**config.mk**
```make
export PLATFORM = sky130hd
export DESIGN_NAME = terrain_layer
export DESIGN_NICKNAME = d
export VERILOG_FILES = /design/src/common/map_pkg.sv /design/src/terrain/terrain.sv /design/src/terrain/terrain_layer.sv
export VERILOG_INCLUDE_DIRS = /design/src /design/src/common
export SDC_FILE = /design/constraint.sdc
export NUM_CORES = 1
export LEC_CHECK = 0
export BUFFER_PORTS_ARGS = -buffer_cell sky130_fd_sc_hd__buf_2
export CAP_MARGIN = 20
export CORE_ASPECT_RATIO = 0.8
export CORE_UTILIZATION = 25
export DETAILED_ROUTE_END_ITERATION = 10
export REMOVE_ABC_BUFFERS = 1
export SLEW_MARGIN = 20
export SYNTH_ARGS = -nofsm -noshare
export SYNTH_HDL_FRONTEND = slang
export SYNTH_SLANG_ARGS = --single-unit
```
**constraint.sdc**
```tcl
create_clock -name clk -period 0.8 [get_ports clk]
set_clock_uncertainty 0.05 [all_clocks]
set_input_delay 0.04 -clock clk [delete_from_list [all_inputs] [get_ports clk]]
set_output_delay 0.04 -clock clk [all_outputs]
set_load 0.01 [all_outputs]
```
**src/common/map_config.svh**
```systemverilog
`ifndef MAP_CONFIG_SVH
`define MAP_CONFIG_SVH

// Visible VGA area in screen pixels.
`define MAP_H_VISIBLE 640
`define MAP_V_VISIBLE 480

// Screen pixels are halved onto the 320x240 game grid.
`define MAP_GRID_SHIFT 1

`define MAP_ROM_ROW 320    // Words per row of the sprite ROM image.

`define MAP_BG_ADDR 12900  // Shown where no terrain is drawn.

// Player bounding box in grid units.
`define MAP_PLAYER_W 10
`define MAP_PLAYER_H 16

// Diamond pickup, half-open ranges on the grid.
`define MAP_DIAMOND_H0 194
`define MAP_DIAMOND_H1 206
`define MAP_DIAMOND_V0 203
`define MAP_DIAMOND_V1 220

// Floor button, half-open ranges on the grid.
`define MAP_BUTTON_H0 100
`define MAP_BUTTON_H1 105
`define MAP_BUTTON_V0 177
`define MAP_BUTTON_V1 182

`endif

```
**src/common/map_pkg.sv**
```systemverilog
package map_pkg;

    typedef logic [9:0]  coord_t;     // Pixel or grid coordinate.
    typedef logic [16:0] rom_addr_t;  // Sprite ROM word address.
    typedef logic [3:0]  pstate_t;    // Player animation state.
    typedef logic [1:0]  jump_t;      // Jump phase, zero when the player is not jumping.

    typedef struct packed {
        coord_t pivot_h;      // Top-left corner on the game grid.
        coord_t pivot_v;
        coord_t width;
        coord_t height;
        coord_t mem_pivot_h;  // Where the sprite starts inside the ROM image.
        coord_t mem_pivot_v;
    } rect_t;

    // Listed in drawing priority, the first entry wins an overlap.
    typedef enum logic [3:0] {
        TK_CEILING, TK_RED_RIVER, TK_BLUE_RIVER, TK_FLOOR,
        TK_LEFT_BOUNDARY, TK_RIGHT_BOUNDARY,
        TK_WALL_1, TK_WALL_2, TK_WALL_3, TK_WALL_4, TK_WALL_5, TK_WALL_6,
        TK_RED_DOOR, TK_BLUE_DOOR
    } terrain_kind_t;

    localparam int TERRAIN_COUNT = 14;

    localparam rect_t TERRAIN_TABLE [TERRAIN_COUNT] = '{
        '{10'd0,   10'd0,   10'd320, 10'd10,  10'd0,   10'd220},  // Ceiling.
        '{10'd150, 10'd230, 10'd40,  10'd6,   10'd0,   10'd65},   // Red river.
        '{10'd210, 10'd230, 10'd40,  10'd6,   10'd55,  10'd70},   // Blue river.
        '{10'd0,   10'd230, 10'd320, 10'd10,  10'd0,   10'd220},  // Floor.
        '{10'd0,   10'd0,   10'd10,  10'd240, 10'd305, 10'd0},    // Left boundary.
        '{10'd310, 10'd0,   10'd10,  10'd240, 10'd305, 10'd0},    // Right boundary.
        '{10'd10,  10'd182, 10'd230, 10'd8,   10'd50,  10'd215},
        '{10'd90,  10'd139, 10'd220, 10'd8,   10'd0,   10'd220},
        '{10'd85,  10'd96,  10'd185, 10'd8,   10'd0,   10'd220},
        '{10'd160, 10'd89,  10'd50,  10'd8,   10'd0,   10'd220},
        '{10'd110, 10'd48,  10'd200, 10'd8,   10'd0,   10'd220},
        '{10'd275, 10'd210, 10'd35,  10'd20,  10'd0,   10'd218},
        '{10'd250, 10'd19,  10'd23,  10'd29,  10'd0,   10'd89},   // Red door.
        '{10'd280, 10'd19,  10'd23,  10'd29,  10'd32,  10'd89}    // Blue door.
    };

endpackage

```
**src/terrain/terrain.sv**
```systemverilog
`timescale 1ns/1ps
`include "map_config.svh"

module terrain (
    input  map_pkg::coord_t    grid_h,
    input  map_pkg::coord_t    grid_v,
    input  map_pkg::rect_t     rect,
    output logic               hit,
    output map_pkg::rom_addr_t addr
);
    import map_pkg::*;

    logic [10:0] end_h;
    logic [10:0] end_v;
    rom_addr_t   col;
    rom_addr_t   row;

    assign end_h = {1'b0, rect.pivot_h} + {1'b0, rect.width};   // Spare bit keeps the sum exact.
    assign end_v = {1'b0, rect.pivot_v} + {1'b0, rect.height};

    assign hit = (grid_h >= rect.pivot_h) && ({1'b0, grid_h} < end_h) &&
                 (grid_v >= rect.pivot_v) && ({1'b0, grid_v} < end_v);

    // Offset inside the rectangle, moved to where the sprite sits in the ROM image.
    assign col = rom_addr_t'(grid_h) - rom_addr_t'(rect.pivot_h)
               + rom_addr_t'(rect.mem_pivot_h);
    assign row = rom_addr_t'(grid_v) - rom_addr_t'(rect.pivot_v)
               + rom_addr_t'(rect.mem_pivot_v);

    assign addr = col + row * rom_addr_t'(`MAP_ROM_ROW);  // Only meaningful while hit is high.

endmodule

```
**src/terrain/terrain_layer.sv**
```systemverilog
`timescale 1ns/1ps
`include "map_config.svh"

module terrain_layer (
    input  logic               clk,
    input  logic               rst_n,
    input  map_pkg::coord_t    vga_h,
    input  map_pkg::coord_t    vga_v,
    output map_pkg::rom_addr_t addr
);
    import map_pkg::*;

    coord_t                   grid_h;
    coord_t                   grid_v;
    logic [TERRAIN_COUNT-1:0] hit;
    rom_addr_t                t_addr [TERRAIN_COUNT];
    rom_addr_t                next_addr;

    assign grid_h = vga_h >> `MAP_GRID_SHIFT;  // Two screen pixels per grid cell.
    assign grid_v = vga_v >> `MAP_GRID_SHIFT;

    for (genvar i = 0; i < TERRAIN_COUNT; i++) begin : g_terrain
        terrain u_terrain (
            .grid_h (grid_h),
            .grid_v (grid_v),
            .rect   (TERRAIN_TABLE[i]),
            .hit    (hit[i]),
            .addr   (t_addr[i])
        );
    end

    // Walk from the lowest priority up so the first table entry that hits is the one kept.
    always_comb begin
        next_addr = rom_addr_t'(`MAP_BG_ADDR);
        for (int i = TERRAIN_COUNT - 1; i >= 0; i--) begin
            if (hit[i]) begin
                next_addr = t_addr[i];
            end
        end
    end

    // One cycle from pixel to address.
    always_ff @(posedge clk or negedge rst_n) begin
        if (!rst_n) begin
            addr <= rom_addr_t'(`MAP_BG_ADDR);
        end else begin
            addr <= next_addr;
        end
    end

endmodule

```
==> impl_metrics.py, run 1 <==
metrics = {
    "run_status": {
        "status": "finished, violations left",
        "violations": "negative setup slack",
    },
    "global_route": {
        "grt_pass1_vias": 20069,
        "overflow": 0,
        "grt_pass1_wl_mm": 116,
        "grtUsageTotal": 0.213,
        "grt_max_degree": 23,
        "antenna_found_initial": 0,
    },
    "power_and_ir_drop": {
        "clkPwrFrac": 0.018,
        "powerDensity_nw_per_um2": 2370,
        "comb_power_share": 0.966,
        "internal_power_uw": 35300,
        "leakagePower_uw": 0.0134,
        "p_sw_uw": 31900,
        "seqPwrFrac": 0.017,
        "irDropWorstVdd_uv": 1490,
        "switching_share": 0.475,
        "power_uw": 67200,
    },
    "critical_path": {
        "worstPathArrival_ps": 4570,
        "crit_fanout": 3,
        "crit_path_start": "vga_v[2]",
        "cp-start-kind": "primary input",
        "crit_path_max_incr_delay_ps": 340,
        "worstPathRequired_ps": 920,
        "cp_num_buf_inv": 5,
        "critPathCaptureType": "flop",
        "path_class": "in -> reg",
        "crit_family": "compound AO/OA/AOI/OAI gates",
        "slowest_stage": "a211o_1",
    },
    "die": {
        "core_area_sq_um": 67500,
        "die_h_um": 236,
        "die_area_sq_um": 69500,
        "initial_core_util": 0.253,
        "ios": 39,
        "dieWidth_um": 295,
        "rows": 85,
    },
    "drt": {
        "via_per_inst": 5.10,
        "drt_iter0_drc": 2131,
        "post_drt_wl_per_cell_um": 18.7,
        "drc_errors": 0,
        "dr.pass1.iters": 8,
        "vias": 21087,
        "wl_mm": 77.1,
        "ant_nets": 0,
    },
    "layout": {
        "nets": 3611,
        "fin_area_sq_um": 28400,
        "largest_reg_flops": 17,
        "reg.largest.list": "addr (17)",
        "syn2layout_area_growth_pct": 65.9,
        "final_layout_size_suffix_gt1_frac": 0.450,
        "largest-register": "addr",
    },
    "sta": {
        "worst_pin_slew_ps": 858,
        "rsz0062_at_grt": "true",
        "fin_hold_ws_ps": 181,
        "setup-violations-final": 34,
        "drv_slew": 0,
        "fin_crit_sh": 5.56,
        "tns_ps": -48200,
        "finalHoldViolations": 0,
        "setup_ws_ps": -3650,
        "timing.fmax_mhz": 225,
        "relSlewSlack": 0.423,
        "min_period_ps": 4450,
    },
    "logic_synthesis": {
        "synth_area_sq_um": 17100,
        "netlist_instances": 2272,
        "seq_area_frac_synth": 0.0253,
        "synth_warnings": 0,
        "ys_async_sr_fraction": 1.00,
        "synth_ff_type": "dfrtp_1",
        "synth_edf_count": 0,
        "synth-seq-cells": 17,
        "avgSynthCellArea_sq_um": 7.53,
        "synth.distinct_cells": 103,
    },
    "place": {
        "gp_congestion": 0.978,
        "place_area_sq_um": 25000,
        "dpl.hpwl_mm": 61.8,
        "place_worst_setup_slack_ps": -4380,
        "io_buffers": 36,
    },
    "clock_tree": {
        "htree_levels": 1,
        "clk_pin_slew_ps": 80,
        "cts_tree": "yes",
        "cts.path.max_buffers": 2,
        "cts_buffers": 3,
        "cts.sinks": 17,
        "cts_root_buf": "clkbuf_16",
    },
    "worst_hold_path": {
        "hold_class": "in -> async",
    },
    "flow_run": {
        "drv_cap": 0,
    },
}
==> worst max path at each step <==
stage | end | slack (ps) | cells after the start
global route | addr[16] | -3780 | 27
detailed placement | addr[16] | -4380 | 20
finish | addr[16] | -3650 | 25
global placement | addr[16] | -4330 | 23
floorplan | addr[16] | -3880 | 24
CTS | addr[16] | -3550 | 27
==> routing by layer <==
| metal | vias to the layer above | track usage | part of all wire |
|---|---|---|---|
| met4 | 0 | 0.0586 | 0.032 |
| met1 | 9926 | 0.309 | 0.46 |
| met5 | - | 0 | 0 |
| met2 | 863 | 0.309 | 0.41 |
| li1 | 10163 | - | - |
| met3 | 135 | 0.0501 | 0.098 |
==> repair_timing <==
| item | 4_1_cts | 5_1_grt |
|---|---|---|
| resized for setup | 416 | 119 |
| gates cloned | 0 | 0 |
| buffers inserted | 73 | 10 |
| hold endpoints to repair | 17 | 0 |
| hold buffers | 1 | 0 |
| setup endpoints to repair | 34 | 34 |
| pin swaps | 203 | 85 |
==> power by group through the flow <==
| stage | Combinational [uW] | Sequential (uW) | Clock [uW] |
|---|---|---|---|
| floorplan | 29500 | 1170 | 0 |
| global placement | 53700 | 1130 | 0 |
| detailed placement | 54100 | 1120 | 0 |
| CTS | 60900 | 1140 | 1180 |
| global route | 69400 | 1140 | 1200 |
| finish | 64900 | 1140 | 1180 |
==> kinds of logic (layout without fill, tap and decap cells) <==
kind of cell	Yosys count	count (layout)	share of synthesized area
DFF	17	17	0.0253
xor gates and xnor gates	364	364	0.195
buffers and inverters	236	1183	0.0567
muxes	5	5	0.00292
adders and majority gates	369	369	0.279
and+or+nand+nor	577	577	0.167
AOI/OAI and AO/OA	704	704	0.273
other	0	1	0
==> layout make-up <==
class | instances | area [sq um]
fillers | 6601 | 39100
multi-input cells | 2019 | 18100
repair buffers | 1037 | 8090
well taps | 913 | 1140
inverters | 142 | 558
flip-flops and latches | 17 | 433
clock buffers | 3 | 75.1
clock inverters | 1 | 7.51
diodes | 1 | 2.50
==> cell usage after synthesis, types with 30 or more instances <==
| master | count | area, sq um |
|---|---|---|
| nor2b_1 | 45 | 282 |
| ha_1 | 347 | 4340 |
| inv_1 | 132 | 495 |
| xnor2_1 | 256 | 2240 |
| clkbuf_1 | 59 | 221 |
| nand2_1 | 124 | 465 |
| nand3_1 | 36 | 180 |
| nor3_1 | 69 | 345 |
| a31oi_1 | 30 | 188 |
| xor2_1 | 95 | 832 |
| nor2_1 | 159 | 597 |
| o21ai_0 | 130 | 651 |
| a21o_1 | 59 | 443 |
| a21oi_1 | 198 | 991 |
==> through the flow <==
stage	cells	utilization
after detailed placement	4048	0.370
after floorplan	2178	-
after global placement	4048	0.370
after global routing	4132	0.421
after CTS	4124	0.411
final	4133	0.421
==> layout by cell type, fill, tap and decap left out, types with 18 or more instances in the layout <==
cell type and n:
buf_4 956, ha_1 288, xnor2_1 211, nor2_1 147
a21oi_1 147, inv_1 122, nand2_1 116, o21ai_0 92
xor2_1 84, a21o_1 58, nor3_1 53, ha_4 48
a21oi_2 44, xnor2_2 42, buf_6 42, nor2b_1 39
nand3_1 34, o21ai_1 30, nand2b_1 28, a31oi_1 27
o21bai_1 23, o21ai_2 22, o21a_1 21, buf_2 20
fa_1 18
Note: power is estimated with default switching activity, not from simulation.
==> run 2: changes to the inputs <==
--- a/config.mk
+++ b/config.mk
@@ -11,6 +11,7 @@
 export CORE_ASPECT_RATIO = 0.8
 export CORE_UTILIZATION = 25
 export DETAILED_ROUTE_END_ITERATION = 10
+export RECOVER_POWER = 50
 export REMOVE_ABC_BUFFERS = 1
 export SLEW_MARGIN = 20
 export SYNTH_ARGS = -nofsm -noshare
==> constraint.sdc (replaced) <==
create_clock -name clk -period 0.8 [get_ports clk]
set_clock_uncertainty 0.05 [all_clocks]
set_input_delay 0.04 -clock clk [delete_from_list [all_inputs] [get_ports clk]]
set_output_delay 0.04 -clock clk [all_outputs]
set_load 0.1 [all_outputs]
==> run 2 against run 1 <==
Net effect: the run ends with design-rule violations, negative setup slack left; clock power about the same; non-clock buffer count down 19; worst hold slack got worse by 62 ps; combinational power fell by 0.8%; total power shrank 0.65%; critical path depth grew 2; die area did not move; first-iteration DRC count shrank 9.0%; sequential power is 5% higher; critical endpoint unchanged; highest routed layer is now met5.
==> impl_metrics.py, run 2 (synthesis gave the netlist of run 1 again) <==
metrics = {
    "run_status": {
        "status": "finished, violations left",
        "violations": "design-rule violations, negative setup slack",
    },
    "global_route": {
        "antenna_found_initial": 4,
        "grt_pass1_vias": 19649,
        "grt_pass1_wl_mm": 114,
        "overflow": 0,
        "grt_max_degree": 21,
        "grtUsageTotal": 0.211,
    },
    "sta": {
        "rsz0062_at_grt": "true",
        "timing.fmax_mhz": 224,
        "setup_ws_ps": -3660,
        "min_period_ps": 4460,
        "finalHoldViolations": 0,
        "fin_hold_ws_ps": 119,
        "relSlewSlack": 0.365,
        "tns_ps": -48580,
        "setup-violations-final": 34,
        "drv_slew": 0,
        "worst_pin_slew_ps": 945,
        "fin_crit_sh": 5.57,
    },
    "die": {
        "dieWidth_um": 295,
        "core_area_sq_um": 67500,
        "rows": 85,
        "initial_core_util": 0.253,
        "die_area_sq_um": 69500,
        "die_h_um": 236,
        "ios": 39,
    },
    "drt": {
        "ant_nets": 0,
        "drc_errors": 2,
        "vias": 20956,
        "wl_mm": 77.4,
        "dr.pass1.iters": 8,
        "drt_iter0_drc": 1939,
        "via_per_inst": 5.09,
        "post_drt_wl_per_cell_um": 18.8,
    },
    "critical_path": {
        "cp-start-kind": "primary input",
        "worstPathRequired_ps": 920,
        "critPathCaptureType": "flop",
        "crit_path_max_incr_delay_ps": 430,
        "worstPathArrival_ps": 4580,
        "path_class": "in -> reg",
        "crit_fanout": 3,
        "slowest_stage": "or3_4",
        "cpMostUsedCell": "buf_4",
    },
    "clock_tree": {
        "cts.path.max_buffers": 2,
        "htree_levels": 1,
        "cts_root_buf": "clkbuf_16",
        "clk_pin_slew_ps": 70,
        "cts.sinks": 17,
        "cts_buffers": 3,
        "cts_tree": "yes",
    },
    "place": {
        "io_buffers": 36,
        "dpl.hpwl_mm": 62.5,
        "gp_congestion": 1.00,
        "place_worst_setup_slack_ps": -4450,
    },
    "power_and_ir_drop": {
        "comb_power_share": 0.964,
        "seqPwrFrac": 0.018,
        "internal_power_uw": 34400,
        "p_sw_uw": 32400,
        "powerDensity_nw_per_um2": 2350,
        "power_uw": 66800,
        "leakagePower_uw": 0.0133,
        "irDropWorstVdd_uv": 1390,
        "clkPwrFrac": 0.018,
        "switching_share": 0.485,
    },
    "layout": {
        "layout_commonest_cell": "buf_4",
        "largest_reg_flops": 17,
        "reg.largest.list": "addr (17)",
        "final_layout_size_suffix_gt1_frac": 0.443,
        "final_cell_mix": "buf_4 (937), ha_1 (283), xnor2_1 (212)",
        "nets": 3593,
        "syn2layout_area_growth_pct": 65.9,
        "largest-register": "addr",
    },
    "worst_hold_path": {
        "hold_class": "in -> reg",
    },
    "flow_run": {
        "drv_cap": 0,
    },
}
## run 2: changes by cell type in the layout (fill, tap and decap cells not counted), sizes merged
cell | previous run | this run
buf | 1036 | 1014
or4 | 4 | 5
inv | 142 | 140
diode | 1 | 3
clkinv | 0 | 2
clkbuf | 3 | 6
## run 2: area by class of cell
class	instances	area, sq um
fillers	6624	39100
multi-input cells	2020	18100
repair buffers	1018	8110
well taps	913	1140
inverters	142	564
flip-flops and latches	17	433
clock buffers	3	75.1
diodes	3	7.51
clock inverters	1	5.00
## run 2: per-layer routing
metal,vias up,GRT usage,share of wire
li1,10125,-,-
met1,9903,0.308,0.47
met2,807,0.309,0.41
met3,119,0.0501,0.098
met4,2,0.0448,0.024
met5,-,0,0.00019
## run 2: worst max-delay path, delay by kind of cell
family / cells / cell delay (ps)
compound gates: 9 / 1620
fa+ha+maj: 4 / 930
simple gates: 6 / 920
buf+inv: 6 / 730
xor+xnor: 2 / 350
## run 2: metrics by stage
stage / cell area, sq um / util / instances
2_1_floorplan: 16700 / - / 2178
3_3_place_gp: 25200 / 0.373 / 4046
3_5_place_dp: 25200 / 0.373 / 4046
4_1_cts: 27100 / 0.401 / 4091
5_1_grt: 28400 / 0.420 / 4116
6_report: 28400 / 0.420 / 4117
## run 2: power by group through the flow
stage                     clock, uW  combinational, uW  sequential [uW]
after floorplan                   0              29500             2210
after global placement            0              54800             1220
after detailed placement          0              55200             1210
after CTS                      1210              60300             1210
after global routing           1240              69100             1210
final                          1180              64400             1200
## run 2: what timing repair did
item,in CTS,in global routing
hold buffers,1,0
cloned,1,0
hold endpoints to repair,17,0
gates resized for setup,286,229
endpoints found under the setup margin,34,34
pin swaps,117,101
buffers inserted,39,24
## run 2: path summary, 6_finish.rpt
check / depth (start not counted) / slack, ps / startpoint / endpoint
min in group asynchronous: 3 / 270 / rst_n / addr[16]
hold / removal: 3 / 120 / vga_h[2] / addr[1]
setup / recovery: 27 / -3660 / vga_v[1] / addr[16]
max in group asynchronous: 3 / 100 / rst_n / addr[6]
