### src/common/map_config.svh
`ifndef MAP_CONFIG_SVH
`define MAP_CONFIG_SVH

// Visible VGA area in screen pixels.
`define MAP_H_VISIBLE 640
`define MAP_V_VISIBLE 480

// Screen pixels are halved onto the 320x240 game grid.
`define MAP_GRID_SHIFT 1

`define MAP_ROM_ROW 320    // Words per row of the sprite ROM image.

`define MAP_BG_ADDR 12900  // Shown where no terrain is drawn.

// Player bounding box in grid units.
`define MAP_PLAYER_W 10
`define MAP_PLAYER_H 16

// Diamond pickup, half-open ranges on the grid.
`define MAP_DIAMOND_H0 194
`define MAP_DIAMOND_H1 206
`define MAP_DIAMOND_V0 203
`define MAP_DIAMOND_V1 220

// Floor button, half-open ranges on the grid.
`define MAP_BUTTON_H0 100
`define MAP_BUTTON_H1 105
`define MAP_BUTTON_V0 177
`define MAP_BUTTON_V1 182

`endif

### src/common/map_pkg.sv
package map_pkg;

    typedef logic [9:0]  coord_t;     // Pixel or grid coordinate.
    typedef logic [16:0] rom_addr_t;  // Sprite ROM word address.
    typedef logic [3:0]  pstate_t;    // Player animation state.
    typedef logic [1:0]  jump_t;      // Jump phase, zero when the player is not jumping.

    typedef struct packed {
        coord_t pivot_h;      // Top-left corner on the game grid.
        coord_t pivot_v;
        coord_t width;
        coord_t height;
        coord_t mem_pivot_h;  // Where the sprite starts inside the ROM image.
        coord_t mem_pivot_v;
    } rect_t;

    // Listed in drawing priority, the first entry wins an overlap.
    typedef enum logic [3:0] {
        TK_CEILING, TK_RED_RIVER, TK_BLUE_RIVER, TK_FLOOR,
        TK_LEFT_BOUNDARY, TK_RIGHT_BOUNDARY,
        TK_WALL_1, TK_WALL_2, TK_WALL_3, TK_WALL_4, TK_WALL_5, TK_WALL_6,
        TK_RED_DOOR, TK_BLUE_DOOR
    } terrain_kind_t;

    localparam int TERRAIN_COUNT = 14;

    localparam rect_t TERRAIN_TABLE [TERRAIN_COUNT] = '{
        '{10'd0,   10'd0,   10'd320, 10'd10,  10'd0,   10'd220},  // Ceiling.
        '{10'd150, 10'd230, 10'd40,  10'd6,   10'd0,   10'd65},   // Red river.
        '{10'd210, 10'd230, 10'd40,  10'd6,   10'd55,  10'd70},   // Blue river.
        '{10'd0,   10'd230, 10'd320, 10'd10,  10'd0,   10'd220},  // Floor.
        '{10'd0,   10'd0,   10'd10,  10'd240, 10'd305, 10'd0},    // Left boundary.
        '{10'd310, 10'd0,   10'd10,  10'd240, 10'd305, 10'd0},    // Right boundary.
        '{10'd10,  10'd182, 10'd230, 10'd8,   10'd50,  10'd215},
        '{10'd90,  10'd139, 10'd220, 10'd8,   10'd0,   10'd220},
        '{10'd85,  10'd96,  10'd185, 10'd8,   10'd0,   10'd220},
        '{10'd160, 10'd89,  10'd50,  10'd8,   10'd0,   10'd220},
        '{10'd110, 10'd48,  10'd200, 10'd8,   10'd0,   10'd220},
        '{10'd275, 10'd210, 10'd35,  10'd20,  10'd0,   10'd218},
        '{10'd250, 10'd19,  10'd23,  10'd29,  10'd0,   10'd89},   // Red door.
        '{10'd280, 10'd19,  10'd23,  10'd29,  10'd32,  10'd89}    // Blue door.
    };

endpackage

### src/obj_state/obj_state_ctrl.sv
`timescale 1ns/1ps
`include "map_config.svh"

module obj_state_ctrl (
    input  logic             clk,
    input  logic             rst_n,
    input  logic             en,
    input  map_pkg::coord_t  vga_h,
    input  map_pkg::coord_t  vga_v,
    input  map_pkg::coord_t  p1_h,
    input  map_pkg::coord_t  p1_v,
    input  map_pkg::coord_t  p2_h,
    input  map_pkg::coord_t  p2_v,
    input  map_pkg::jump_t   player_jump,
    input  map_pkg::jump_t   player2_jump,
    output logic             p1_collision,
    output logic             p2_collision,
    output logic             p1_land,
    output logic             p2_land,
    output logic             should_down,
    output logic             should_down2,
    output logic             diamond_touch,
    output logic             button_touch,
    output logic             clear,
    output logic             fail,
    output logic [15:0]      led
);
    import map_pkg::*;

    coord_t                   grid_h;
    coord_t                   grid_v;
    logic [TERRAIN_COUNT-1:0] hit;
    logic                     visible;
    logic                     live;
    logic                     frame_end;
    logic                     solid;
    logic                     ground;
    logic                     p1_in;
    logic                     p2_in;
    logic                     p1_below;
    logic                     p2_below;
    logic                     diamond_px;
    logic                     button_px;
    logic [8:0]               pix;   // Per-pixel events, same bit order as acc.
    logic [8:0]               acc;   // col1, col2, land1, land2, diamond, button, fail, door1, door2.
    logic [8:0]               nxt;

    function automatic logic in_span(coord_t g, coord_t p, coord_t size);
        return (g >= p) && (g < p + size);
    endfunction

    assign grid_h = vga_h >> `MAP_GRID_SHIFT;
    assign grid_v = vga_v >> `MAP_GRID_SHIFT;

    for (genvar i = 0; i < TERRAIN_COUNT; i++) begin : g_terrain
        terrain u_terrain (
            .grid_h (grid_h),
            .grid_v (grid_v),
            .rect   (TERRAIN_TABLE[i]),
            .hit    (hit[i]),
            .addr   ()
        );
    end

    assign visible   = (vga_h < coord_t'(`MAP_H_VISIBLE)) && (vga_v < coord_t'(`MAP_V_VISIBLE));
    assign live      = en && visible;  // Blanking pixels never count.
    assign frame_end = (vga_h == coord_t'(`MAP_H_VISIBLE - 1))
                    && (vga_v == coord_t'(`MAP_V_VISIBLE - 1));

    assign solid  = hit[TK_LEFT_BOUNDARY] || hit[TK_RIGHT_BOUNDARY] || (|hit[TK_WALL_6:TK_WALL_1]);
    assign ground = hit[TK_FLOOR] || hit[TK_RED_RIVER] || hit[TK_BLUE_RIVER]
                 || (|hit[TK_WALL_6:TK_WALL_1]);

    assign p1_in = in_span(grid_h, p1_h, coord_t'(`MAP_PLAYER_W))
                && in_span(grid_v, p1_v, coord_t'(`MAP_PLAYER_H));
    assign p2_in = in_span(grid_h, p2_h, coord_t'(`MAP_PLAYER_W))
                && in_span(grid_v, p2_v, coord_t'(`MAP_PLAYER_H));

    // The feet probe is the grid row right under the box.
    assign p1_below = in_span(grid_h, p1_h, coord_t'(`MAP_PLAYER_W))
                   && (grid_v == p1_v + coord_t'(`MAP_PLAYER_H));
    assign p2_below = in_span(grid_h, p2_h, coord_t'(`MAP_PLAYER_W))
                   && (grid_v == p2_v + coord_t'(`MAP_PLAYER_H));

    assign diamond_px = in_span(grid_h, coord_t'(`MAP_DIAMOND_H0),
                                coord_t'(`MAP_DIAMOND_H1 - `MAP_DIAMOND_H0))
                     && in_span(grid_v, coord_t'(`MAP_DIAMOND_V0),
                                coord_t'(`MAP_DIAMOND_V1 - `MAP_DIAMOND_V0));
    assign button_px  = in_span(grid_h, coord_t'(`MAP_BUTTON_H0),
                                coord_t'(`MAP_BUTTON_H1 - `MAP_BUTTON_H0))
                     && in_span(grid_v, coord_t'(`MAP_BUTTON_V0),
                                coord_t'(`MAP_BUTTON_V1 - `MAP_BUTTON_V0));

    assign pix[0] = p1_in && solid;
    assign pix[1] = p2_in && solid;
    assign pix[2] = p1_below && ground;
    assign pix[3] = p2_below && ground;
    assign pix[4] = (p1_in || p2_in) && diamond_px;  // Either player picks up the diamond.
    assign pix[5] = (p1_in || p2_in) && button_px;
    assign pix[6] = (p1_in && hit[TK_BLUE_RIVER]) || (p2_in && hit[TK_RED_RIVER]);
    assign pix[7] = p1_in && hit[TK_RED_DOOR];   // Fire player at its own door.
    assign pix[8] = p2_in && hit[TK_BLUE_DOOR];  // Water player at its own door.

    assign nxt = acc | (pix & {9{live}});  // Includes the frame's last pixel at publish time.

    always_ff @(posedge clk or negedge rst_n) begin
        if (!rst_n) begin
            acc <= '0;
        end else if (frame_end) begin
            acc <= '0;
        end else begin
            acc <= nxt;
        end
    end

    // Results change only at frame end with the block enabled.
    always_ff @(posedge clk or negedge rst_n) begin
        if (!rst_n) begin
            p1_collision  <= 1'b0;
            p2_collision  <= 1'b0;
            p1_land       <= 1'b0;
            p2_land       <= 1'b0;
            should_down   <= 1'b0;
            should_down2  <= 1'b0;
            diamond_touch <= 1'b0;
            button_touch  <= 1'b0;
            fail          <= 1'b0;
            clear         <= 1'b0;
        end else if (frame_end && en) begin
            p1_collision  <= nxt[0];
            p2_collision  <= nxt[1];
            p1_land       <= nxt[2];
            p2_land       <= nxt[3];
            should_down   <= !nxt[2] && (player_jump == '0);   // Falls only when not jumping.
            should_down2  <= !nxt[3] && (player2_jump == '0);
            diamond_touch <= nxt[4];
            button_touch  <= nxt[5];
            fail          <= nxt[6];
            clear         <= nxt[7] && nxt[8];
        end
    end

    assign led = {6'b0, fail, clear, button_touch, diamond_touch, should_down2, should_down,
                  p2_land, p1_land, p2_collision, p1_collision};

endmodule

### src/terrain/terrain.sv
`timescale 1ns/1ps
`include "map_config.svh"

module terrain (
    input  map_pkg::coord_t    grid_h,
    input  map_pkg::coord_t    grid_v,
    input  map_pkg::rect_t     rect,
    output logic               hit,
    output map_pkg::rom_addr_t addr
);
    import map_pkg::*;

    logic [10:0] end_h;
    logic [10:0] end_v;
    rom_addr_t   col;
    rom_addr_t   row;

    assign end_h = {1'b0, rect.pivot_h} + {1'b0, rect.width};   // Spare bit keeps the sum exact.
    assign end_v = {1'b0, rect.pivot_v} + {1'b0, rect.height};

    assign hit = (grid_h >= rect.pivot_h) && ({1'b0, grid_h} < end_h) &&
                 (grid_v >= rect.pivot_v) && ({1'b0, grid_v} < end_v);

    // Offset inside the rectangle, moved to where the sprite sits in the ROM image.
    assign col = rom_addr_t'(grid_h) - rom_addr_t'(rect.pivot_h)
               + rom_addr_t'(rect.mem_pivot_h);
    assign row = rom_addr_t'(grid_v) - rom_addr_t'(rect.pivot_v)
               + rom_addr_t'(rect.mem_pivot_v);

    assign addr = col + row * rom_addr_t'(`MAP_ROM_ROW);  // Only meaningful while hit is high.

endmodule

### config.mk
export PLATFORM = sky130hd
export DESIGN_NAME = obj_state_ctrl
export DESIGN_NICKNAME = d
export VERILOG_FILES = /design/src/common/map_pkg.sv /design/src/obj_state/obj_state_ctrl.sv /design/src/terrain/terrain.sv
export VERILOG_INCLUDE_DIRS = /design/src /design/src/common
export SDC_FILE = /design/constraint.sdc
export NUM_CORES = 1
export LEC_CHECK = 0
export BUFFER_PORTS_ARGS = -buffer_cell sky130_fd_sc_hd__buf_2
export CAP_MARGIN = 40
export CORE_AREA = 5 5 361 363
export DETAILED_ROUTE_END_ITERATION = 6
export DIE_AREA = 0 0 366 368
export SLEW_MARGIN = 30
export SYNTH_ARGS = -nofsm -noshare
export SYNTH_HDL_FRONTEND = slang
export SYNTH_HIERARCHICAL = 1
export SYNTH_SLANG_ARGS = --single-unit
export TNS_END_PERCENT = 100
### constraint.sdc
create_clock -name clk -period 1.01 [get_ports clk]
set_clock_uncertainty 0.05 [all_clocks]
set_input_delay 0.0505 -clock clk [delete_from_list [all_inputs] [get_ports clk]]
set_output_delay 0.0505 -clock clk [all_outputs]
set_load 0.005 [all_outputs]
==> results of run 1 <==
final timing paths:
path	end	from	slack [ns]
worst max-delay path	p1_land$_DFFE_PN0P_	vga_h[2]	-1.98
worst min-delay path	should_down$_DFFE_PN0P_	player_jump[0]	0.04
worst max register to register	p1_collision$_DFFE_PN0P_	acc[0]$_DFF_PN0_	0.03
worst min register to register	acc[1]$_DFF_PN0_	acc[1]$_DFF_PN0_	0.44
max in group asynchronous	p1_collision$_DFFE_PN0P_	rst_n	0.34
min in group asynchronous	button_touch$_DFFE_PN0P_	rst_n	0.25
report_power, final:
| part | total (mW) | internal (mW) | switching [mW] |
|---|---|---|---|
| logic | 16.4 | 7.93 | 8.51 |
| clock network | 0.827 | 0.537 | 0.290 |
| registers | 0.785 | 0.779 | 0.00533 |
| total | 18.1 | 9.25 | 8.80 |
routing by layer:
metal | global-route usage (%) | routed length (um)
met2 | 15.6 | 27500
met4 | 1.32 | 905
met5 | 0 | 9
met1 | 12.1 | 30300
met3 | 0.738 | 1940
critical path, delay by kind of cell:
kind,cells,cell delay [ns]
AO/OA/AOI/OAI,8,1.53
adder cells (fa/ha/maj),1,0.23
buffers and inverters,6,0.77
AND/OR/NAND/NOR,3,0.46
repair_timing:
action                                  in CTS  in global routing
endpoints found under the setup margin      21                 21
setup buffers                               11                  6
pin swaps                                   38                 72
cloned                                       2                  1
hold buffers                                 1                  0
endpoints found under the hold margin       19                  0
resized for setup                          101                 56
final cells by class:
class | count | area [um2] | share of cell area (%)
tap | 1662 | 2080 | 6.48
multi-input combinational | 3407 | 25200 | 78.5
clock buffer | 4 | 78.8 | 0.246
timing repair buffer | 331 | 2710 | 8.43
inverter | 415 | 1560 | 4.85
antenna | 4 | 10.0 | 0.0312
sequential | 19 | 475 | 1.48
==> metrics.md, run 1 <==
| Metric | Value |
|---|---|
| Post-route ant nets | `0` |
| Placed cell area | `0.0312 mm2` |
| Worst min path class | `in2reg` |
| Critical Path Sink Type | `flip-flop` |
| CTS Root Buffer Type | `clkbuf_16` |
| Die Area | `0.135 mm2` |
| Power Density | `562 mW/mm2` |
| Slew Viols, Final | `0` |
| WL final | `60.6 mm` |
| TritonCTS clock tree | `built` |
| CTS Sinks | `19` |
| H-tree depth | `1` |
| IO buf count | `86` |
| Total power | `18.1 mW` |
| Initial antenna violation count | `8` |
| Setup CP Type | `in2reg` |
| Grt total ovfl | `0` |
| Largest net degree at the start of global routing | `25` |
| Final Cycle Share | `296%` |
| Vias in the first global route | `~21000` |
| Final net count | `a little over 5000` |
| Num CTS Buffers | `3` |
| Maximum vdd drop | `0.453 mV` |
| DIE WIDTH | `366 um` |
| HPWL Detailed | `52.3 mm` |
| Final worst slack | `-1.98 ns` |
| Least-Margin Pin Slew | `0.554 ns` |
| Total number of vias | `22600` |
| Max_cap viols | `0` |
| Worst EP required | `1.10 ns` |
| Placement Setup Slack | `-2.68 ns` |
| Leakage Power | `17.7 nW` |
| Mapped Cells | `2973` |
| Synth Cell Area | `0.0235 mm2` |
| Top reg by flops | `acc` |
| Global-route wire length before repair | `101 mm` |
| Area delta synth->final | `36.3%` |
| WHS Path Cells | `4` |
| Vias per std cell | `3.87` |
| Setup violators final | `21` |
| Hold slack | `0.0404 ns` |
| Final non-filler cell total | `5842` |
| Synth Area per Inst | `7.92 um2` |
| Max Fclk | `between 300 and 400 MHz` |
| Drt first pass iters | `4` |
| Final Wtd Congestion | `0.803` |
| Most frequent cells in the layout | `conb_1 (890), ha_1 (807), inv_1 (411)` |
| Worst Path Arrival | `approximately 3.1 ns` |
| Die Height | `around 370 um` |
| Layout cell share with drive strength beyond 1 | `9.67%` |
| Setup TNS | `-33.20 ns` |
| Critical-path cell list | `buf_12, buf_4, buf_8, buf_12, buf_8, ha_4, nor2b_4, o21ai_1, a21boi_1, o31ai_1, a21oi_1, nor4_1, nor2_1, o2111a_1, o41a_1, a41oi_2, buf_4, o21ai_2` |
| CTS max path bufs | `2` |
| CP Launch Type | `primary input` |
| Worst r2r path cells | `2` |
| RSZ-0062 raised after global routing | `true` |
| Failing checks | `setup timing` |
| Commonest non-fill, non-tap cell in the layout | `conb_1` |
| Clock slew at the register clock pins of the worst setup and hold paths | `~0.06 ns` |
| CORE AREA | `0.127 mm2` |
| Average wire per standard cell | `between 10 and 15 um` |
| Initial DRC count | `523` |
| Number of flip-flops in the largest register | `9` |
| Boundary Pins | `93` |
| Crit-path slowest cell | `o41a_1` |
| Gr usage total | `approximately 8.9%` |
| Fin util | `25.3%` |
| Endpoints failing hold | `0` |
| Layout fillers | `13800` |
| Outcome | `finished, violations left` |
| Fin area | `0.0321 mm2` |
| Syn. warnings | `6` |
| Skew-Pair Late Insertion Delay | `0.25 ns` |
| Top fanout value on the critical path | `5` |
| Period minus WS final | `roughly 3 ns` |
| Worst relative slew slack | `between 60% and 70%` |
| Rows | `131` |
| Placed cell count | `5816` |
| CP max stage delay | `0.47 ns` |
| Residual DRC | `0` |
| Initial Util | `18.6%` |
No activity file was read; power rests on OpenSTA's default activity.
==> inputs of run 2 (changes only) <==
--- a/config.mk
+++ b/config.mk
@@ -11,6 +11,8 @@
 export CORE_AREA = 5 5 361 363
 export DETAILED_ROUTE_END_ITERATION = 6
 export DIE_AREA = 0 0 366 368
+export MAX_ROUTING_LAYER = met4
+export SKIP_LAST_GASP = 1
 export SLEW_MARGIN = 30
 export SYNTH_ARGS = -nofsm -noshare
 export SYNTH_HDL_FRONTEND = slang
==> run 2 against run 1 <==
Net effect: the flow still finishes with violations (setup timing); combinational power is essentially flat; maximum frequency fell by 0.16%; sequential power hardly changed; worst hold slack gained 0.0046 ns; utilization about the same; critical path type unchanged; largest cell class unchanged.
==> metrics.md, run 2 (synthesis gave the netlist of run 1 again) <==
| Metric | Value |
|---|---|
| Final net count | `5090` |
| TritonCTS clock tree | `built` |
| Critical Path Sink Type | `flip-flop` |
| CTS max path bufs | `2` |
| Max Fclk | `334 MHz` |
| Slew Viols, Final | `0` |
| Top fanout value on the critical path | `5` |
| Rows | `131` |
| Die Height | `~370 um` |
| WHS Path Cells | `4` |
| Initial DRC count | `533` |
| Worst Path Arrival | `roughly 3.1 ns` |
| Fin util | `about a quarter` |
| Hold slack | `0.0450 ns` |
| Global-route wire length before repair | `101 mm` |
| Initial antenna violation count | `8` |
| Area delta synth->final | `36.2%` |
| Internal power | `9.24 mW` |
| Skew-Pair Late Insertion Delay | `0.25 ns` |
| Residual DRC | `0` |
| Drt first pass iters | `5` |
| Period minus WS final | `2.99 ns` |
| Worst EP required | `1.10 ns` |
| Setup CP Type | `in2reg` |
| Least-Margin Pin Slew | `0.547 ns` |
| H-tree depth | `1` |
| CTS Root Buffer Type | `clkbuf_16` |
| Reg2reg end | `p1_collision$_DFFE_PN0P_` |
| Power Density | `roughly 560 mW/mm2` |
| Outcome | `finished, violations left` |
| Average wire per standard cell | `10.4 um` |
| Failing checks | `setup timing` |
| Seq pwr share | `4.3%` |
| Gr usage total | `9.16%` |
| Number of flip-flops in the largest register | `9` |
| Final worst slack | `-1.98 ns` |
| Most frequent cells in the layout | `conb_1 (890), ha_1 (808), inv_1 (411)` |
| RSZ-0062 raised after global routing | `true` |
| Vias per std cell | `3.87` |
| Post-route ant nets | `0` |
| HPWL Detailed | `52.3 mm` |
| Total number of vias | `~23000` |
| Worst relative slew slack | `between 60% and 70%` |
| Sw Share | `48.8%` |
| IO buf count | `86` |
| Grt total ovfl | `0` |
| Die Area | `between 0.1 and 0.15 mm2` |
| Commonest non-fill, non-tap cell in the layout | `conb_1` |
| Initial Util | `between 10% and 20%` |
| Top reg by flops | `acc` |
| Layout fillers | `13800` |
| Num CTS Buffers | `3` |
| Setup violators final | `21` |
| Boundary Pins | `93` |
| CORE AREA | `0.127 mm2` |
| Maximum vdd drop | `0.457 mV` |
| Combinational fraction of design power | `91.0%` |
| Endpoints failing hold | `0` |
| CP Launch Type | `primary input` |
| Vias in the first global route | `between 20000 and 25000` |
| Worst r2r path cells | `2` |
| Final Cycle Share | `296%` |
| WL final | `60.5 mm` |
| Layout cell share with drive strength beyond 1 | `~9.7%` |
| CTS Sinks | `19` |
| Crit path from | `vga_h[2]` |
| Worst min path class | `in2reg` |
| Switching pwr | `about 9 mW` |
| Leakage Power | `around 18 nW` |
| Worst r2r src | `p1_collision$_DFFE_PN0P_` |
| Reg-to-reg setup timing slack | `0.04 ns` |
| DIE WIDTH | `around 370 um` |
| Largest net degree at the start of global routing | `25` |
| Hold Path End | `should_down2$_DFFE_PN0P_` |
| Max_cap viols | `0` |
| Final Wtd Congestion | `between 0.8 and 0.9` |
| Worst min-delay path startpoint | `player2_jump[0]` |
| Clk pwr share | `approximately 4.6%` |
| Clock slew at the register clock pins of the worst setup and hold paths | `0.06 ns` |
-- run 2: changes by cell type in the layout (fill, tap and decap cells not counted), sizes merged --
cell	previous run	this run
diode	4	5
-- run 2: what timing repair did --
action                                 in CTS  in global routing
setup buffers                              11                  5
endpoints found under the hold margin      19                  0
pin swaps                                  38                 70
hold buffers                                1                  0
gates resized for setup                    96                 56
gates cloned                                2                  1
setup endpoints to repair                  21                 21
-- run 2: metrics by stage --
stage	setup WS (ns)	total power, mW	instance area, um2	std cells	TNS [ns]
detailed placement	-2.68	15.6	31200	5816	-42.74
floorplan	-1.54	12.2	27000	3861	-24.71
global placement	-2.75	15.4	31200	5816	-43.14
finish	-1.98	18.0	32100	5843	-33.16
global route	-2.12	20.8	32100	5841	-35.67
CTS	-2.12	16.9	31800	5834	-33.83
-- run 2: cell type report --
| type | count | area [um2] | area share [%] |
|---|---|---|---|
| Clock buffer | 4 | 78.8 | 0.246 |
| Timing Repair Buffer | 331 | 2700 | 8.41 |
| Antenna cell | 5 | 12.5 | 0.0390 |
| Multi-Input combinational cell | 3407 | 25200 | 78.5 |
| Inverter | 415 | 1560 | 4.86 |
| Sequential cell | 19 | 475 | 1.48 |
| Tap cell | 1662 | 2080 | 6.48 |
-- run 2: how the worst max path moves through the flow --
stage	end	slack (ns)	cells past startpoint
3_3_place_gp	should_down$_DFFE_PN0P_	-2.75	17
5_1_grt	p1_land$_DFFE_PN0P_	-2.12	17
6_report	p1_land$_DFFE_PN0P_	-1.98	18
3_5_place_dp	p1_land$_DFFE_PN0P_	-2.68	17
2_1_floorplan	should_down$_DFFE_PN0P_	-1.54	15
4_1_cts	p1_land$_DFFE_PN0P_	-2.12	17
-- run 2: power by group through the flow --
| stage | logic, mW | clock network (mW) | registers, mW |
|---|---|---|---|
| floorplan | 11.4 | 0 | 0.796 |
| global placement | 14.6 | 0 | 0.798 |
| detailed placement | 14.8 | 0 | 0.797 |
| CTS | 15.2 | 0.841 | 0.784 |
| global route | 19.2 | 0.863 | 0.786 |
| finish | 16.4 | 0.831 | 0.785 |
-- run 2: layer usage --
metal  up-vias  share of wire, %  GRT usage, %  routed length (um)
met1     10000                50          12.2               30200
met4         0               1.6          1.32                 955
met3        33               3.3         0.667                1980
met2       222                45          15.6               27400
li1      12300                 -             -                   -
met5         -                 0             -                   0
-- run 2: worst max-delay path, stage by stage --
cell and delay, ns:
buf_12 0.11, buf_4 0.13, buf_8 0.12, buf_12 0.13, buf_8 0.13, ha_4 0.23
nor2b_4 0.12, o21ai_1 0.13, a21boi_1 0.07, o31ai_1 0.23, a21oi_1 0.09, nor4_1 0.27
nor2_1 0.07, o2111a_1 0.28, o41a_1 0.47, a41oi_2 0.23, buf_4 0.15, o21ai_2 0.04
==> inputs of run 3 (changes only) <==
--- a/config.mk
+++ b/config.mk
@@ -8,9 +8,9 @@
 export LEC_CHECK = 0
 export BUFFER_PORTS_ARGS = -buffer_cell sky130_fd_sc_hd__buf_2
 export CAP_MARGIN = 40
-export CORE_AREA = 5 5 361 363
+export CORE_AREA = 5 5 456 458
 export DETAILED_ROUTE_END_ITERATION = 6
-export DIE_AREA = 0 0 366 368
+export DIE_AREA = 0 0 461 463
 export MAX_ROUTING_LAYER = met4
 export SKIP_LAST_GASP = 1
 export SLEW_MARGIN = 30
==> constraint.sdc (replaced) <==
create_clock -name clk -period 3.1 [get_ports clk]
set_clock_uncertainty 0.05 [all_clocks]
set_input_delay 0.155 -clock clk [delete_from_list [all_inputs] [get_ports clk]]
set_output_delay 0.155 -clock clk [all_outputs]
set_load 0.005 [all_outputs]
==> run 3 against run 2 <==
Net effect: routed wire length grew 1.8%; sequential share of layout area hardly changed; clock-buffer cell count decreased by 1; critical path type unchanged; register-to-register slack improved by 2.1 ns; highest routed layer unchanged; global-route usage shrank 3.3 points; largest cell class unchanged; power down 69%; cell area grew 0.93%; the flow now finishes without violations; first-iteration DRC count shrank 3.4%; die area rose by 58%; critical endpoint unchanged; non-clock buffer count is 60 lower.
==> metrics.md, run 3 (synthesis gave the netlist of run 1 again) <==
| Metric | Value |
|---|---|
| Gr usage total | `5.87%` |
| Die Area | `0.213 mm2` |
| Endpoints failing hold | `0` |
| TritonCTS clock tree | `built` |
| CTS Sinks | `19` |
| Rows | `166` |
| RSZ-0062 raised after global routing | `true` |
| Power Density | `~170 mW/mm2` |
| Initial Util | `a little under an eighth` |
| Initial antenna violation count | `9` |
| Post-route ant nets | `0` |
| Top reg by flops | `acc` |
| Final Wtd Congestion | `between 0.8 and 0.9` |
| DIE WIDTH | `461 um` |
| Total number of vias | `21900` |
| Seq pwr share | `4.5%` |
| Setup violators final | `0` |
| Slew Viols, Final | `0` |
| Final non-filler cell total | `6817` |
| Vias per std cell | `3.21` |
| IO buf count | `86` |
| Grt total ovfl | `0` |
| Largest net degree at the start of global routing | `22` |
| Global-route wire length before repair | `99.7 mm` |
| Critical Path Sink Type | `flip-flop` |
| Worst relative slew slack | `59.5%` |
| Layout fillers | `23300` |
| Setup TNS | `0 ns` |
| Initial DRC count | `515` |
| Area delta synth->final | `37.5%` |
| Maximum vdd drop | `0.170 mV` |
| Setup CP Type | `in2reg` |
| HPWL Detailed | `55.9 mm` |
| Period minus WS final | `3.07 ns` |
| Placement Setup Slack | `-0.674 ns` |
| Outcome | `complete, no violations` |
| H-tree depth | `1` |
| Average wire per standard cell | `9.04 um` |
| Combinational fraction of design power | `between 90% and 100%` |
| Leakage Power | `17.3 nW` |
| Total power | `5.65 mW` |
| CTS max path bufs | `2` |
| Final Cycle Share | `99.2%` |
| Clock slew at the register clock pins of the worst setup and hold paths | `0.06 ns` |
| Number of flip-flops in the largest register | `9` |
| WL final | `a little over 60 mm` |
| Max Fclk | `between 300 and 400 MHz` |
| Most frequent cells in the layout | `conb_1 (890), ha_1 (817), inv_1 (414)` |
| Vias in the first global route | `20300` |
| Worst min path class | `in2reg` |
| Sw Share | `49.3%` |
| Worst EP required | `between 3 and 4 ns` |
| Drt first pass iters | `6` |
| Commonest non-fill, non-tap cell in the layout | `conb_1` |
| Placed cell count | `slightly below 7000` |
| Max_cap viols | `0` |
| Die Height | `463 um` |
| Final net count | `5030` |
| Boundary Pins | `93` |
| Top fanout value on the critical path | `5` |
| Internal power | `2.87 mW` |
| CP Launch Type | `primary input` |
| Clk pwr share | `4.7%` |
| Num CTS Buffers | `3` |
| Switching pwr | `2.78 mW` |
| Reg-to-reg setup timing slack | `2.13 ns` |
| CTS Root Buffer Type | `clkbuf_16` |
| Least-Margin Pin Slew | `0.603 ns` |
| Residual DRC | `0` |
| Layout cell share with drive strength beyond 1 | `7.17%` |
| Skew-Pair Late Insertion Delay | `between 0.2 and 0.3 ns` |
| Worst Path Arrival | `around 3.2 ns` |
| Final worst slack | `0.0259 ns` |
| CORE AREA | `a little over 0.2 mm2` |
-- run 3: cell count changes in the layout (fill, tap and decap cells not counted), sizes merged --
cell    delta
diode      +8
clkbuf     -2
bufbuf     -1
buf       -58
clkinv     +1
-- run 3: worst paths after layout --
| check | startpoint | depth (start not counted) | endpoint |
|---|---|---|---|
| worst max-delay path | vga_h[2] | 16 | p1_land$_DFFE_PN0P_ |
| worst min-delay path | player_jump[0] | 4 | should_down$_DFFE_PN0P_ |
| worst max register to register | acc[8]$_DFF_PN0_ | 3 | acc[8]$_DFF_PN0_ |
| worst min register to register | acc[1]$_DFF_PN0_ | 2 | acc[1]$_DFF_PN0_ |
| max in group asynchronous | rst_n | 2 | should_down$_DFFE_PN0P_ |
| min in group asynchronous | rst_n | 2 | acc[8]$_DFF_PN0_ |
-- run 3: stage by stage --
stage          utilization [%]  instance area, um2  hold WS, ns
6_report                  15.9               32400        0.186
5_1_grt                   15.9               32400        0.201
4_1_cts                   15.9               32300        0.215
3_5_place_dp              15.8               32100        0.111
3_3_place_gp              15.8               32100        0.114
2_1_floorplan                -               26900       -0.191
-- run 3: metal layers --
metal / global-route usage [%] / wire [um] / up-vias
li1: - / - / 12200
met1: 6.17 / 25600 / 9515
met2: 11.6 / 33000 / 91
met3: 0.0575 / 329 / 49
met4: 2.34 / 2770 / 0
met5: - / 0 / -
-- run 3: area by class of cell --
class	instances	area, um2	area share (%)
timing repair buffer	271	2040	6.31
multi-input combinational	3407	24800	76.7
clock buffer	3	75.1	0.232
tap	2688	3360	10.4
sequential	19	475	1.47
inverter	415	1560	4.81
clock inverter	1	5.00	0.0155
antenna	13	32.5	0.100
-- run 3: critical path, cell delays in order --
cell	delay (ns)
buf_12	0.12
ha_4	0.21
nor2b_1	0.12
o21ai_1	0.12
a21boi_1	0.09
o31ai_1	0.27
a21oi_1	0.10
nor4_1	0.28
nor2_1	0.10
o2111a_1	0.29
nor4_2	0.34
nand2_2	0.15
o41a_1	0.38
a41oi_2	0.22
buf_4	0.15
o21ai_1	0.05
-- run 3: power groups by stage --
stage / clock network, mW / logic (mW) / registers [mW]
floorplan: 0 / 3.69 / 0.259
finish: 0.268 / 5.12 / 0.256
CTS: 0.269 / 4.83 / 0.256
global route: 0.279 / 6.01 / 0.256
detailed placement: 0 / 4.79 / 0.260
global placement: 0 / 4.77 / 0.260
-- run 3: what timing repair did --
action,CTS,global route
pin swaps,17,7
hold buffers,1,0
endpoints found under the hold margin,19,0
gates cloned,0,0
gates resized for setup,17,13
buffers inserted,1,1
endpoints found under the setup margin,10,12
